## src/include/ddr_mux_defs.svh

```systemverilog
// widths, queue depths and port count of the DDR access multiplexer
`ifndef DDR_MUX_DEFS_SVH
`define DDR_MUX_DEFS_SVH

//////////////////////////////////////////////////////////////////////
// local bus
//////////////////////////////////////////////////////////////////////

// address of one full-width word
`define DDR_MUX_ADDR_W 32

// data word, every access is a single beat
`define DDR_MUX_DATA_W 32

//////////////////////////////////////////////////////////////////////
// queues
//////////////////////////////////////////////////////////////////////

// entries per host port request FIFO, power of two
`define DDR_MUX_REQ_DEPTH 4

// outstanding reads tracked by the tag FIFO, power of two
`define DDR_MUX_TAG_DEPTH 8

// host ports, even index writes, odd index reads
`define DDR_MUX_PORTS 4

`endif

```

## src/ddr_mux_pkg.sv

```systemverilog
// package with address, data, write request, port tag and local command types
`include "ddr_mux_defs.svh"

package ddr_mux_pkg;

	//////////////////////////////////////////////////////////////////////
	// basic words
	//////////////////////////////////////////////////////////////////////

	typedef logic [`DDR_MUX_ADDR_W-1:0] addr_t;
	typedef logic [`DDR_MUX_DATA_W-1:0] data_t;

	// host port index, also carried as the read tag
	typedef logic [$clog2(`DDR_MUX_PORTS)-1:0] port_tag_t;

	//////////////////////////////////////////////////////////////////////
	// request and command
	//////////////////////////////////////////////////////////////////////

	// queued by a write port
	typedef struct packed {
		addr_t addr;
		data_t data;
	} wr_req_t;

	// held on the local bus until local_ready
	typedef struct packed {
		addr_t address;
		data_t wdata;
		logic  write_req;
		logic  read_req;
	} local_cmd_t;

endpackage

```

## src/port_req_fifo.sv

```systemverilog
// port_req_fifo: per-port request queue with a type-parameter payload
`timescale 1ns/10ps
`include "ddr_mux_defs.svh"

module port_req_fifo #(
	parameter type payload_t = ddr_mux_pkg::addr_t
) (
	input  logic     afi_phy_clk,
	input  logic     arst_n,
	// host side
	input  logic     req,
	input  payload_t req_payload,
	output logic     ready,
	// arbiter side
	input  logic     pop,
	output payload_t head,
	output logic     not_empty
);

	localparam int DEPTH = `DDR_MUX_REQ_DEPTH;
	localparam int PTR_W = $clog2(DEPTH);
	localparam int CNT_W = $clog2(DEPTH + 1);

	payload_t           mem [DEPTH];
	logic [PTR_W-1:0]   wr_ptr;
	logic [PTR_W-1:0]   rd_ptr;
	logic [CNT_W-1:0]   count;
	logic               push;

	// host may push only while there is room
	assign ready     = (count != CNT_W'(DEPTH));
	assign not_empty = (count != '0);
	assign push      = req & ready;

	// show-ahead head for the arbiter
	assign head = mem[rd_ptr];

	always_ff @(posedge afi_phy_clk)
	begin
		if (push)
		begin
			mem[wr_ptr] <= req_payload;
		end
	end

	// pointers wrap by themselves, depth is a power of two
	always_ff @(posedge afi_phy_clk or negedge arst_n)
	begin
		if (!arst_n)
		begin
			wr_ptr <= '0;
			rd_ptr <= '0;
			count  <= '0;
		end
		else
		begin
			if (push)
				wr_ptr <= wr_ptr + PTR_W'(1);
			if (pop)
				rd_ptr <= rd_ptr + PTR_W'(1);
			count <= count + CNT_W'(push) - CNT_W'(pop);
		end
	end

endmodule

```

## src/ddr_cmd_arbiter.sv

```systemverilog
// ddr_cmd_arbiter: port selection, local command register and stall handling
`timescale 1ns/10ps
`include "ddr_mux_defs.svh"

module ddr_cmd_arbiter (
	input  logic                   afi_phy_clk,
	input  logic                   arst_n,
	// request FIFO heads
	input  ddr_mux_pkg::wr_req_t   wr_head [2],
	input  logic [1:0]             wr_not_empty,
	input  ddr_mux_pkg::addr_t     rd_head [2],
	input  logic [1:0]             rd_not_empty,
	output logic [3:0]             pop,
	// local bus
	input  logic                   local_ready,
	output ddr_mux_pkg::local_cmd_t cmd,
	// read tag to the router
	output logic                   tag_push,
	output ddr_mux_pkg::port_tag_t tag,
	input  logic                   tag_full
);

	localparam int PORTS = `DDR_MUX_PORTS;

	ddr_mux_pkg::local_cmd_t next_cmd;
	ddr_mux_pkg::port_tag_t  cur_port;
	ddr_mux_pkg::port_tag_t  grant_port;
	logic                    served;
	logic                    grant_vld;
	logic                    can_issue;
	logic [PORTS-1:0]        req_vec;
	logic [PORTS-1:0]        last_mask;
	logic [PORTS-1:0]        cand;

	// a new command may be taken when the bus is idle or is being accepted now
	assign can_issue = !(cmd.write_req || cmd.read_req) || local_ready;

	// port order 0 wr, 1 rd, 2 wr, 3 rd
	// reads wait while the tag FIFO has no room
	assign req_vec = {rd_not_empty[1] & ~tag_full, wr_not_empty[1],
		rd_not_empty[0] & ~tag_full, wr_not_empty[0]};

	assign last_mask = served ? (PORTS'(1) << cur_port) : '0;

	//////////////////////////////////////////////////////////////////////
	// masked fixed priority, lowest index wins
	//////////////////////////////////////////////////////////////////////

	always_comb
	begin
		cand       = ((req_vec & ~last_mask) != '0) ? (req_vec & ~last_mask) : req_vec;
		grant_vld  = 1'b0;
		grant_port = '0;
		for (int i = PORTS - 1; i >= 0; i--)
		begin
			if (cand[i])
			begin
				grant_vld  = 1'b1;
				grant_port = ddr_mux_pkg::port_tag_t'(i);
			end
		end
	end

	// odd ports read, upper bit picks the FIFO pair
	always_comb
	begin
		next_cmd           = '0;
		next_cmd.write_req = grant_vld & ~grant_port[0];
		next_cmd.read_req  = grant_vld & grant_port[0];
		if (grant_port[0])
			next_cmd.address = rd_head[grant_port[1]];
		else
		begin
			next_cmd.address = wr_head[grant_port[1]].addr;
			next_cmd.wdata   = wr_head[grant_port[1]].data;
		end
	end

	// entry leaves its FIFO at the edge where the command is registered
	assign pop = (can_issue && grant_vld) ? (PORTS'(1) << grant_port) : '0;

	assign tag_push = cmd.read_req & local_ready;
	assign tag      = cur_port;

	//////////////////////////////////////////////////////////////////////
	// command register, held while local_ready is low
	//////////////////////////////////////////////////////////////////////

	always_ff @(posedge afi_phy_clk or negedge arst_n)
	begin
		if (!arst_n)
		begin
			cmd      <= '0;
			cur_port <= '0;
			served   <= 1'b0;
		end
		else if (can_issue)
		begin
			cmd <= next_cmd;
			if (grant_vld)
			begin
				cur_port <= grant_port;
				served   <= 1'b1;
			end
		end
	end

endmodule

```

## src/rdata_router.sv

```systemverilog
// rdata_router: read tag FIFO and steering of returned data to the read ports
`timescale 1ns/10ps
`include "ddr_mux_defs.svh"

module rdata_router (
	input  logic                   afi_phy_clk,
	input  logic                   arst_n,
	input  logic                   tag_push,
	input  ddr_mux_pkg::port_tag_t tag,
	output logic                   tag_full,
	input  ddr_mux_pkg::data_t     local_rdata,
	input  logic                   local_rdata_valid,
	output ddr_mux_pkg::data_t     rd_data [2],
	output logic [1:0]             rd_data_valid
);

	localparam int DEPTH = `DDR_MUX_TAG_DEPTH;
	localparam int PTR_W = $clog2(DEPTH);
	localparam int CNT_W = $clog2(DEPTH + 1);

	ddr_mux_pkg::port_tag_t tag_mem [DEPTH];
	ddr_mux_pkg::port_tag_t head_tag;
	logic [PTR_W-1:0]       wr_ptr;
	logic [PTR_W-1:0]       rd_ptr;
	logic [CNT_W-1:0]       count;

	// one slot stays free for a read still waiting on the bus
	assign tag_full = (count >= CNT_W'(DEPTH - 1));
	assign head_tag = tag_mem[rd_ptr];

	always_ff @(posedge afi_phy_clk)
	begin
		if (tag_push)
			tag_mem[wr_ptr] <= tag;
		// read tags are odd, bit 1 selects the port
		if (local_rdata_valid)
			rd_data[head_tag[1]] <= local_rdata;
	end

	always_ff @(posedge afi_phy_clk or negedge arst_n)
	begin
		if (!arst_n)
		begin
			wr_ptr        <= '0;
			rd_ptr        <= '0;
			count         <= '0;
			rd_data_valid <= '0;
		end
		else
		begin
			if (tag_push)
				wr_ptr <= wr_ptr + PTR_W'(1);
			if (local_rdata_valid)
				rd_ptr <= rd_ptr + PTR_W'(1);
			count <= count + CNT_W'(tag_push) - CNT_W'(local_rdata_valid);
			// single-cycle strobe on the owning port
			rd_data_valid <= local_rdata_valid ? (2'b01 << head_tag[1]) : 2'b00;
		end
	end

endmodule

```

## src/mux_ddr_access.sv

```systemverilog
// mux_ddr_access: top level with port FIFOs, command arbiter and read data router
`timescale 1ns/10ps

module mux_ddr_access (
	input  logic                afi_phy_clk,
	input  logic                arst_n,
	// port 0 write
	input  logic                wport_req_0,
	input  ddr_mux_pkg::addr_t  wport_addr_0,
	input  ddr_mux_pkg::data_t  wport_data_0,
	output logic                wport_ready_0,
	// port 1 read
	input  logic                rport_req_1,
	input  ddr_mux_pkg::addr_t  rport_addr_1,
	output logic                rport_ready_1,
	output ddr_mux_pkg::data_t  rport_data_1,
	output logic                rport_data_valid_1,
	// port 2 write
	input  logic                wport_req_2,
	input  ddr_mux_pkg::addr_t  wport_addr_2,
	input  ddr_mux_pkg::data_t  wport_data_2,
	output logic                wport_ready_2,
	// port 3 read
	input  logic                rport_req_3,
	input  ddr_mux_pkg::addr_t  rport_addr_3,
	output logic                rport_ready_3,
	output ddr_mux_pkg::data_t  rport_data_3,
	output logic                rport_data_valid_3,
	// DDR local interface
	output ddr_mux_pkg::addr_t  local_address,
	output ddr_mux_pkg::data_t  local_wdata,
	output logic                local_write_req,
	output logic                local_read_req,
	input  logic                local_ready,
	input  ddr_mux_pkg::data_t  local_rdata,
	input  logic                local_rdata_valid
);

	ddr_mux_pkg::wr_req_t    wr_in [2];
	ddr_mux_pkg::wr_req_t    wr_head [2];
	ddr_mux_pkg::addr_t      rd_head [2];
	ddr_mux_pkg::data_t      rd_data [2];
	ddr_mux_pkg::local_cmd_t cmd;
	ddr_mux_pkg::port_tag_t  tag;
	logic [1:0]              wr_not_empty;
	logic [1:0]              rd_not_empty;
	logic [1:0]              rd_data_valid;
	logic [3:0]              pop;
	logic                    tag_push;
	logic                    tag_full;

	assign wr_in[0] = '{addr: wport_addr_0, data: wport_data_0};
	assign wr_in[1] = '{addr: wport_addr_2, data: wport_data_2};

	//////////////////////////////////////////////////////////////////////
	// request queues
	//////////////////////////////////////////////////////////////////////

	port_req_fifo #(.payload_t(ddr_mux_pkg::wr_req_t)) u_wfifo_0 (
		.afi_phy_clk(afi_phy_clk), .arst_n(arst_n),
		.req(wport_req_0), .req_payload(wr_in[0]), .ready(wport_ready_0),
		.pop(pop[0]), .head(wr_head[0]), .not_empty(wr_not_empty[0]));

	port_req_fifo #(.payload_t(ddr_mux_pkg::addr_t)) u_rfifo_1 (
		.afi_phy_clk(afi_phy_clk), .arst_n(arst_n),
		.req(rport_req_1), .req_payload(rport_addr_1), .ready(rport_ready_1),
		.pop(pop[1]), .head(rd_head[0]), .not_empty(rd_not_empty[0]));

	port_req_fifo #(.payload_t(ddr_mux_pkg::wr_req_t)) u_wfifo_2 (
		.afi_phy_clk(afi_phy_clk), .arst_n(arst_n),
		.req(wport_req_2), .req_payload(wr_in[1]), .ready(wport_ready_2),
		.pop(pop[2]), .head(wr_head[1]), .not_empty(wr_not_empty[1]));

	port_req_fifo #(.payload_t(ddr_mux_pkg::addr_t)) u_rfifo_3 (
		.afi_phy_clk(afi_phy_clk), .arst_n(arst_n),
		.req(rport_req_3), .req_payload(rport_addr_3), .ready(rport_ready_3),
		.pop(pop[3]), .head(rd_head[1]), .not_empty(rd_not_empty[1]));

	//////////////////////////////////////////////////////////////////////
	// command issue and read return
	//////////////////////////////////////////////////////////////////////

	ddr_cmd_arbiter u_arbiter (
		.afi_phy_clk(afi_phy_clk), .arst_n(arst_n),
		.wr_head(wr_head), .wr_not_empty(wr_not_empty),
		.rd_head(rd_head), .rd_not_empty(rd_not_empty), .pop(pop),
		.local_ready(local_ready), .cmd(cmd),
		.tag_push(tag_push), .tag(tag), .tag_full(tag_full));

	rdata_router u_router (
		.afi_phy_clk(afi_phy_clk), .arst_n(arst_n),
		.tag_push(tag_push), .tag(tag), .tag_full(tag_full),
		.local_rdata(local_rdata), .local_rdata_valid(local_rdata_valid),
		.rd_data(rd_data), .rd_data_valid(rd_data_valid));

	assign local_address   = cmd.address;
	assign local_wdata     = cmd.wdata;
	assign local_write_req = cmd.write_req;
	assign local_read_req  = cmd.read_req;

	assign rport_data_1       = rd_data[0];
	assign rport_data_valid_1 = rd_data_valid[0];
	assign rport_data_3       = rd_data[1];
	assign rport_data_valid_3 = rd_data_valid[1];

endmodule

```

## config.mk

```make
export PLATFORM = sky130hd
export DESIGN_NAME = mux_ddr_access
export DESIGN_NICKNAME = d
export VERILOG_FILES = /design/src/ddr_mux_pkg.sv /design/src/port_req_fifo.sv /design/src/ddr_cmd_arbiter.sv /design/src/rdata_router.sv /design/src/mux_ddr_access.sv
export VERILOG_INCLUDE_DIRS = /design/src /design/src/include
export SDC_FILE = /design/constraint.sdc
export NUM_CORES = 1
export LEC_CHECK = 0
export ABC_AREA = 1
export BUFFER_PORTS_ARGS = -buffer_cell sky130_fd_sc_hd__buf_2
export CORE_ASPECT_RATIO = 1.1
export CORE_UTILIZATION = 55
export CTS_CLUSTER_DIAMETER = 120
export DETAILED_ROUTE_END_ITERATION = 6
export GPL_TIMING_DRIVEN = 1
export PLACE_DENSITY = 0.75
export SYNTH_ARGS = -nofsm -noshare
export SYNTH_HDL_FRONTEND = slang
export SYNTH_SLANG_ARGS = --single-unit
```

## constraint.sdc

```tcl
create_clock -name afi_phy_clk -period 5.3 [get_ports afi_phy_clk]
set_input_delay 0.265 -clock afi_phy_clk [delete_from_list [all_inputs] [get_ports afi_phy_clk]]
set_output_delay 0.265 -clock afi_phy_clk [all_outputs]
set_load 0.005 [all_outputs]
```

==> impl_metrics.json, run 1 <==
{
  "outcome": "finished clean",
  "max_cap_viol_count": 0,
  "rsz0062_at_grt": "false",
  "pwr-share-seq_pct": 39.3,
  "clk_latency_ns": 0.65,
  "crit_path_top_delay_cell": "buf_4",
  "ys_types": 34,
  "dr.pass1.iters": 6,
  "ir_worst_vdd_mv": 0.5431,
  "htreeDepth": 3,
  "cts_num_sinks": 949,
  "setup_viol_count_final": 0,
  "synth.area.mux_share_pct": 0,
  "final_util_pct": 68.01,
  "p_clk_share_pct": 24.0,
  "antenna_found_initial": 9,
  "grt_pass1_wl_mm": 148.6,
  "critPathBufInv": 5,
  "nets": 3745,
  "die_x_um": 250.3,
  "clockBufferDepth": 3,
  "grt_max_degree": 107,
  "synthFlopType": "edfxtp_1",
  "final-max-slew-violation-count": 0,
  "cp_top_family": "simple AND/OR/NAND/NOR gates",
  "synth-xor-area-share_pct": 0.4933,
  "ys_warn_count": 0,
  "viasPerCell": 5.881,
  "rows": 99,
  "comb_power_share_pct": 36.7,
  "ios": 368,
  "setup_ws_ns": 1.369,
  "slowest_delay_ns": 0.46,
  "grt_pass1_vias": 25570,
  "die_y_um": 275.1,
  "synth_top_family_by_area": "simple AND/OR/NAND/NOR gates",
  "post-dp-hpwl_mm": 60.08,
  "final.setup.tns_ns": 0,
  "hold_viol_final": 0,
  "synth_simple_gate_area_share_pct": 10.39,
  "postRouteAntennaNets": 0,
  "area_growth_pct": 21.55,
  "ys_ff_latch": 949,
  "yosysMostFrequentCell": "edfxtp_1",
  "grt_overflow": 0,
  "synthArstFlopShare_pct": 11.49,
  "synth_commonest_cells": "840 x edfxtp_1, 602 x nand2_1, 250 x nor2_1",
  "dr.first_iter.drc_count": 2667,
  "intPower_mw": 16.89,
  "synth_top_area_share_pct": 67.65,
  "post_cts_resized": 0,
  "worstHoldStart": "rport_req_3",
  "hold_class": "in2reg",
  "vias": 26010,
  "initial_core_util_pct": 55.95,
  "io_buffers": 367,
  "max_slew_margin_pct": 16.75,
  "synth_nets": 3188,
  "drt-total-wl_mm": 99.37,
  "netlist_area_um2": 37280,
  "crit_path_cell_trace": "inv_1, ha_1, nand3_1, nand4_1, nand3_1, nand2_1, nand2_1, nand2_2, buf_4, nand2_4, nor2_1, nand2_1, inv_2, ha_1, inv_1, ha_1, inv_1, fa_1, xnor2_1",
  "syn_area_per_cell_um2": 12.77,
  "finClkSkew_ns": 0.02574,
  "synth_top_cell_by_area": "edfxtp_1",
  "cts_inserted_buffers": 92,
  "post-route-min-period_ns": 3.931,
  "power.leakage_nw": 17.57,
  "drive_gt1_share_pct": 16.68,
  "critPathArrivalTime_ns": 4.45,
  "synthTopCellsByArea": "edfxtp_1 68%, dfrtp_1 7.3%, nand2_1 6.1%, o21ai_0 3.1%, nor2_1 2.5%",
  "yosysSeqAreaShare_pct": 74.97,
  "post-route-drc-count": 0,
  "worstSetupPathType": "reg2reg",
  "regToRegStartpoint": "u_router.count[3]$_DFF_PN0_",
  "cp-end-kind": "register",
  "fp.coreArea_um2": 66640,
  "fin_crit_sh_pct": 74.17,
  "synth-edff-count": 840,
  "crit_fanout": 52,
  "reg2reg_depth": 19,
  "netlist_instances": 2920,
  "dpl_worst_slack_ns": 1.402,
  "synth-compound-area-share_pct": 9.453,
  "rrSetupSlack_ns": 1.37,
  "startpoint_type": "register",
  "p_per_area_nw_per_um2": 610.4,
  "holdPathEnd": "u_rfifo_3.wr_ptr[0]$_DFFE_PN0P_",
  "p_switching_mw": 10.77,
  "synth_fa_ha_area_share_pct": 1.309,
  "path_clk_slew_ns": 0.06,
  "cts_tree": "built",
  "worst_pin_slew_ns": 1.247,
  "gp_congestion": 0.9069,
  "cp.required_ns": 5.82,
  "cts-root-buf": "clkbuf_16",
  "hold_depth": 3,
  "fmax_mhz": 254.4,
  "routedWlPerCell_um": 22.47,
  "regToRegEndpoint": "u_rfifo_3.count[2]$_DFF_PN0_",
  "p_sw_share_pct": 38.95,
  "floorplan.die_area_um2": 68840,
  "grt_usage_pct": 28.36
}
area by class of cell:
| cell class | count | area [um2] |
|---|---|---|
| timing repair buffer | 631 | 4393 |
| inverter | 157 | 591.8 |
| multi-input combinational | 1646 | 8175 |
| sequential | 949 | 27960 |
| tap | 858 | 1074 |
| antenna | 9 | 22.52 |
| clock inverter | 48 | 526.8 |
| clock buffer | 125 | 2577 |
| fill | 4549 | 21320 |
cells in the final DEF (no fill, tap or decap), drive strengths merged, types with 2 or more instances in the layout:
| cell type | instances |
|---|---|
| ha | 31 |
| nor2 | 251 |
| fa | 5 |
| edfxtp | 840 |
| o21ai | 256 |
| xnor2 | 7 |
| o32ai | 2 |
| nand3 | 114 |
| clkinvlp | 2 |
| o22ai | 105 |
| a21oi | 157 |
| dlygate4sd3 | 227 |
| a22oi | 32 |
| nand4 | 4 |
| or2 | 2 |
| a22o | 32 |
| bufinv | 8 |
| dfrtp | 109 |
| inv | 159 |
| buf | 404 |
| a32o | 24 |
| clkbuf | 125 |
| diode | 9 |
| xor2 | 14 |
| nand2 | 607 |
| clkinv | 36 |
timing repair:
action,4_1_cts,5_1_grt
hold buffers,227,0
endpoints found under the hold margin,879,0
setup buffers,0,0
worst max path at each step:
stage / from / to / slack (ns) / cells past startpoint
6_report: u_router.count[3]$_DFF_PN0_ / u_rfifo_3.count[2]$_DFF_PN0_ / 1.37 / 19
5_1_grt: u_router.count[3]$_DFF_PN0_ / u_rfifo_3.count[2]$_DFF_PN0_ / 1.00 / 19
4_1_cts: u_router.count[3]$_DFF_PN0_ / u_rfifo_3.count[2]$_DFF_PN0_ / 1.39 / 19
3_5_place_dp: u_router.count[3]$_DFF_PN0_ / u_rfifo_3.count[2]$_DFF_PN0_ / 1.40 / 19
3_3_place_gp: u_router.count[3]$_DFF_PN0_ / u_rfifo_3.count[1]$_DFF_PN0_ / 1.53 / 19
2_1_floorplan: u_wfifo_0.count[1]$_DFF_PN0_ / u_wfifo_0.mem[0][0]$_DFFE_PP_ / 1.44 / 4
cell families after synthesis:
family,Yosys count
and+or+nand+nor,980
DFF,949
AOI/OAI and AO/OA,609
buffers and inverters,325
adders and majority gates,36
xor gates and xnor gates,21
flip-flops by register name, summed over array words and instances, names as in the netlist, 3 cells and up:
name / cells
u_wfifo_0.mem: 256
u_wfifo_2.mem: 256
u_rfifo_1.mem: 128
u_rfifo_3.mem: 128
u_arbiter.cmd: 66
u_router.rd_data: 64
u_router.tag_mem: 8
u_router.count: 4
u_rfifo_1.count: 3
u_rfifo_3.count: 3
u_router.rd_ptr: 3
u_router.wr_ptr: 3
u_wfifo_0.count: 3
u_wfifo_2.count: 3
power by group through the flow:
stage | Clock [mW] | Combinational (mW) | Sequential (mW)
floorplan | 0 | 6.38 | 10.8
global placement | 0 | 9.40 | 10.9
detailed placement | 0 | 9.77 | 11.0
CTS | 6.68 | 10.0 | 10.8
global route | 7.00 | 11.1 | 11.0
finish | 6.63 | 10.2 | 10.9
routing by layer:
metal	routed length [um]	share of wire, %	vias up	GRT usage (%)
li1	-	-	11530	-
met2	48420	49	1442	46.02
met3	9159	9.2	224	5.507
met1	38300	39	12810	38.12
met4	3448	3.5	8	11.22
met5	48	0.048	-	0
worst min-delay path, cell delays in order:
cell and delay [ns]:
buf_2 0.13, nand2_1 0.24, xor2_1 0.10
through the flow:
stage	cells	power (mW)	area [um2]	hold WS [ns]
5_1_grt	4419	29.08	45310	0.1522
6_report	4423	27.66	45320	0.1338
4_1_cts	4414	27.52	45300	0.09453
3_3_place_gp	4014	20.29	39920	0.2428
2_1_floorplan	2920	17.19	37280	-0.03059
3_5_place_dp	4014	20.75	39920	0.2536
Note: power is estimated with default switching activity, not from simulation.
==> run 2: changes to the inputs <==
- CORE_UTILIZATION: 55 -> 53
- PLACE_DENSITY: 0.75 -> 0.76
- clock period: 5.3 -> 3.5 ns (I/O delays scaled with it)
==> run 2 against run 1 <==
Against the previous run: non-clock buffer count is 23 higher; largest power group unchanged; worst hold slack got worse by 0.094 ns; wire length is 3.1% lower; largest cell class unchanged; highest routed layer unchanged.
==> impl_metrics.json, run 2 (synthesis results as in run 1) <==
{
  "die_y_um": 280.2,
  "drive_gt1_share_pct": 17.27,
  "gp_congestion": 0.8879,
  "worstSetupPathType": "reg2reg",
  "floorplan.die_area_um2": 71410,
  "nets": 3767,
  "clockBufferDepth": 3,
  "rrSetupSlack_ns": 0.28,
  "finClkSkew_ns": 0.04110,
  "max_cap_viol_count": 0,
  "crit_fanout": 13,
  "clk_latency_ns": 0.67,
  "post-dp-hpwl_mm": 58.83,
  "viasPerCell": 5.658,
  "cp.required_ns": 4.06,
  "grt_pass1_wl_mm": 143.8,
  "htreeDepth": 3,
  "p_total_mw": 41.96,
  "cts-root-buf": "clkbuf_16",
  "cts_num_sinks": 949,
  "reg2reg_depth": 17,
  "path_clk_slew_ns": 0.07,
  "grt_overflow": 0,
  "grt_usage_pct": 26.82,
  "mostFrequentLayoutCell": "edfxtp_1",
  "routedWlPerCell_um": 21.31,
  "fill_cells": 4913,
  "antenna_found_initial": 16,
  "startpoint_type": "register",
  "initial_core_util_pct": 53.84,
  "cts_tree": "built",
  "setup_viol_count_final": 0,
  "dr.first_iter.drc_count": 2829,
  "post-route-min-period_ns": 3.223,
  "ios": 368,
  "top_regs": "u_wfifo_0.mem: 256 flops, u_wfifo_2.mem: 256 flops",
  "power.leakage_nw": 17.74,
  "fp.coreArea_um2": 69250,
  "io_buffers": 367,
  "grt_pass1_vias": 24530,
  "final_cell_mix": "840 x edfxtp_1, 602 x nand2_1, 366 x buf_2",
  "p_per_area_nw_per_um2": 916.0,
  "die_x_um": 254.9,
  "post_cts_buffers": 0,
  "fmax_mhz": 310.3,
  "rows": 101,
  "ir_worst_vdd_mv": 0.6504,
  "hold_class": "in2reg",
  "grt_max_degree": 131,
  "vias": 25560,
  "hold_viol_final": 0,
  "worst_pin_slew_ns": 0.9319,
  "post-route-drc-count": 0,
  "critPathArrivalTime_ns": 3.78,
  "fin_crit_sh_pct": 92.08,
  "max_slew_margin_pct": 37.73,
  "cts_inserted_buffers": 91,
  "final-max-slew-violation-count": 0,
  "final_util_pct": 66.15,
  "outcome": "finished clean",
  "hold_depth": 3,
  "rsz0062_at_grt": "false",
  "postRouteAntennaNets": 0,
  "area_growth_pct": 22.86,
  "drt-total-wl_mm": 96.28,
  "cp-end-kind": "register",
  "dr.pass1.iters": 6
}
[run 2: changes by cell type in the layout (fill, tap and decap cells not counted), moves of 2 or more]
cell and change:
buf_12 +16, inv_6 -3, clkinv_1 -5, clkbuf_1 +2, clkinv_2 -2, buf_4 +6
clkbuf_16 +2, clkbuf_8 +5, clkinv_4 +2, bufinv_16 -3, diode_2 +3
[run 2: cell type report]
cell class,count,area [um2],area share (%)
clock buffers,134,2704,5.903
flip-flops and latches,949,27960,61.04
inverters,157,593.1,1.295
clock inverters,38,414.1,0.9041
diodes,12,30.03,0.06556
multi-input cells,1646,8175,17.85
well taps,927,1160,2.532
repair buffers,654,4768,10.41
[run 2: report_power, final]
part	switching (mW)	internal, mW
Clock	4.23	5.77
Combinational	10.9	4.76
Sequential	0.988	15.3
[run 2: final timing paths]
check | start | endpoint
min reg2reg | u_arbiter.cmd[9]$_DFFE_PN0P_ | u_arbiter.cmd[9]$_DFFE_PN0P_
min | rport_req_3 | u_rfifo_3.wr_ptr[0]$_DFFE_PN0P_
max | u_router.count[3]$_DFF_PN0_ | u_rfifo_3.count[1]$_DFF_PN0_
min in group asynchronous | arst_n | u_router.rd_ptr[0]$_DFFE_PN0P_
max in group asynchronous | arst_n | u_arbiter.cmd[8]$_DFFE_PN0P_
max reg2reg | u_router.count[3]$_DFF_PN0_ | u_rfifo_3.count[1]$_DFF_PN0_
[run 2: repair_timing]
item                                   4_1_cts  5_1_grt
setup endpoints to repair                    0        0
hold buffers                               228        0
endpoints found under the hold margin      912        0
resized for setup                            0        0
[run 2: through the flow]
stage / setup WS, ns / area, um2 / setup TNS (ns) / hold WS (ns) / instances
after detailed placement: 0.3282 / 40380 / 0 / 0.2768 / 4105
after floorplan: -0.3597 / 37290 / -92.07 / -0.1206 / 2920
after CTS: 0.2986 / 45780 / 0 / 0.0002716 / 4505
after global placement: 0.4289 / 40380 / 0 / 0.2746 / 4105
final: 0.2773 / 45810 / 0 / 0.03966 / 4517
after global routing: 0.009303 / 45800 / 0 / 0.01767 / 4514
[run 2: worst max-delay path: stages (launching register included)]
cell,delay (ns)
dfrtp_1,0.36
inv_1,0.15
ha_1,0.18
nand3_1,0.16
nand4_1,0.21
nand2_1,0.11
o21ai_2,0.24
inv_2,0.09
a21oi_4,0.20
buf_4,0.23
nand2_1,0.13
inv_2,0.08
ha_1,0.21
inv_1,0.05
ha_1,0.13
inv_1,0.05
fa_1,0.50
inv_1,0.04
[run 2: routing by layer]
layer	track usage, %	up-vias	wire [um]
met3	5.566	196	9368
li1	-	11570	-
met1	36.17	12460	37350
met2	43.26	1316	46350
met5	0	-	92
met4	9.550	14	3117
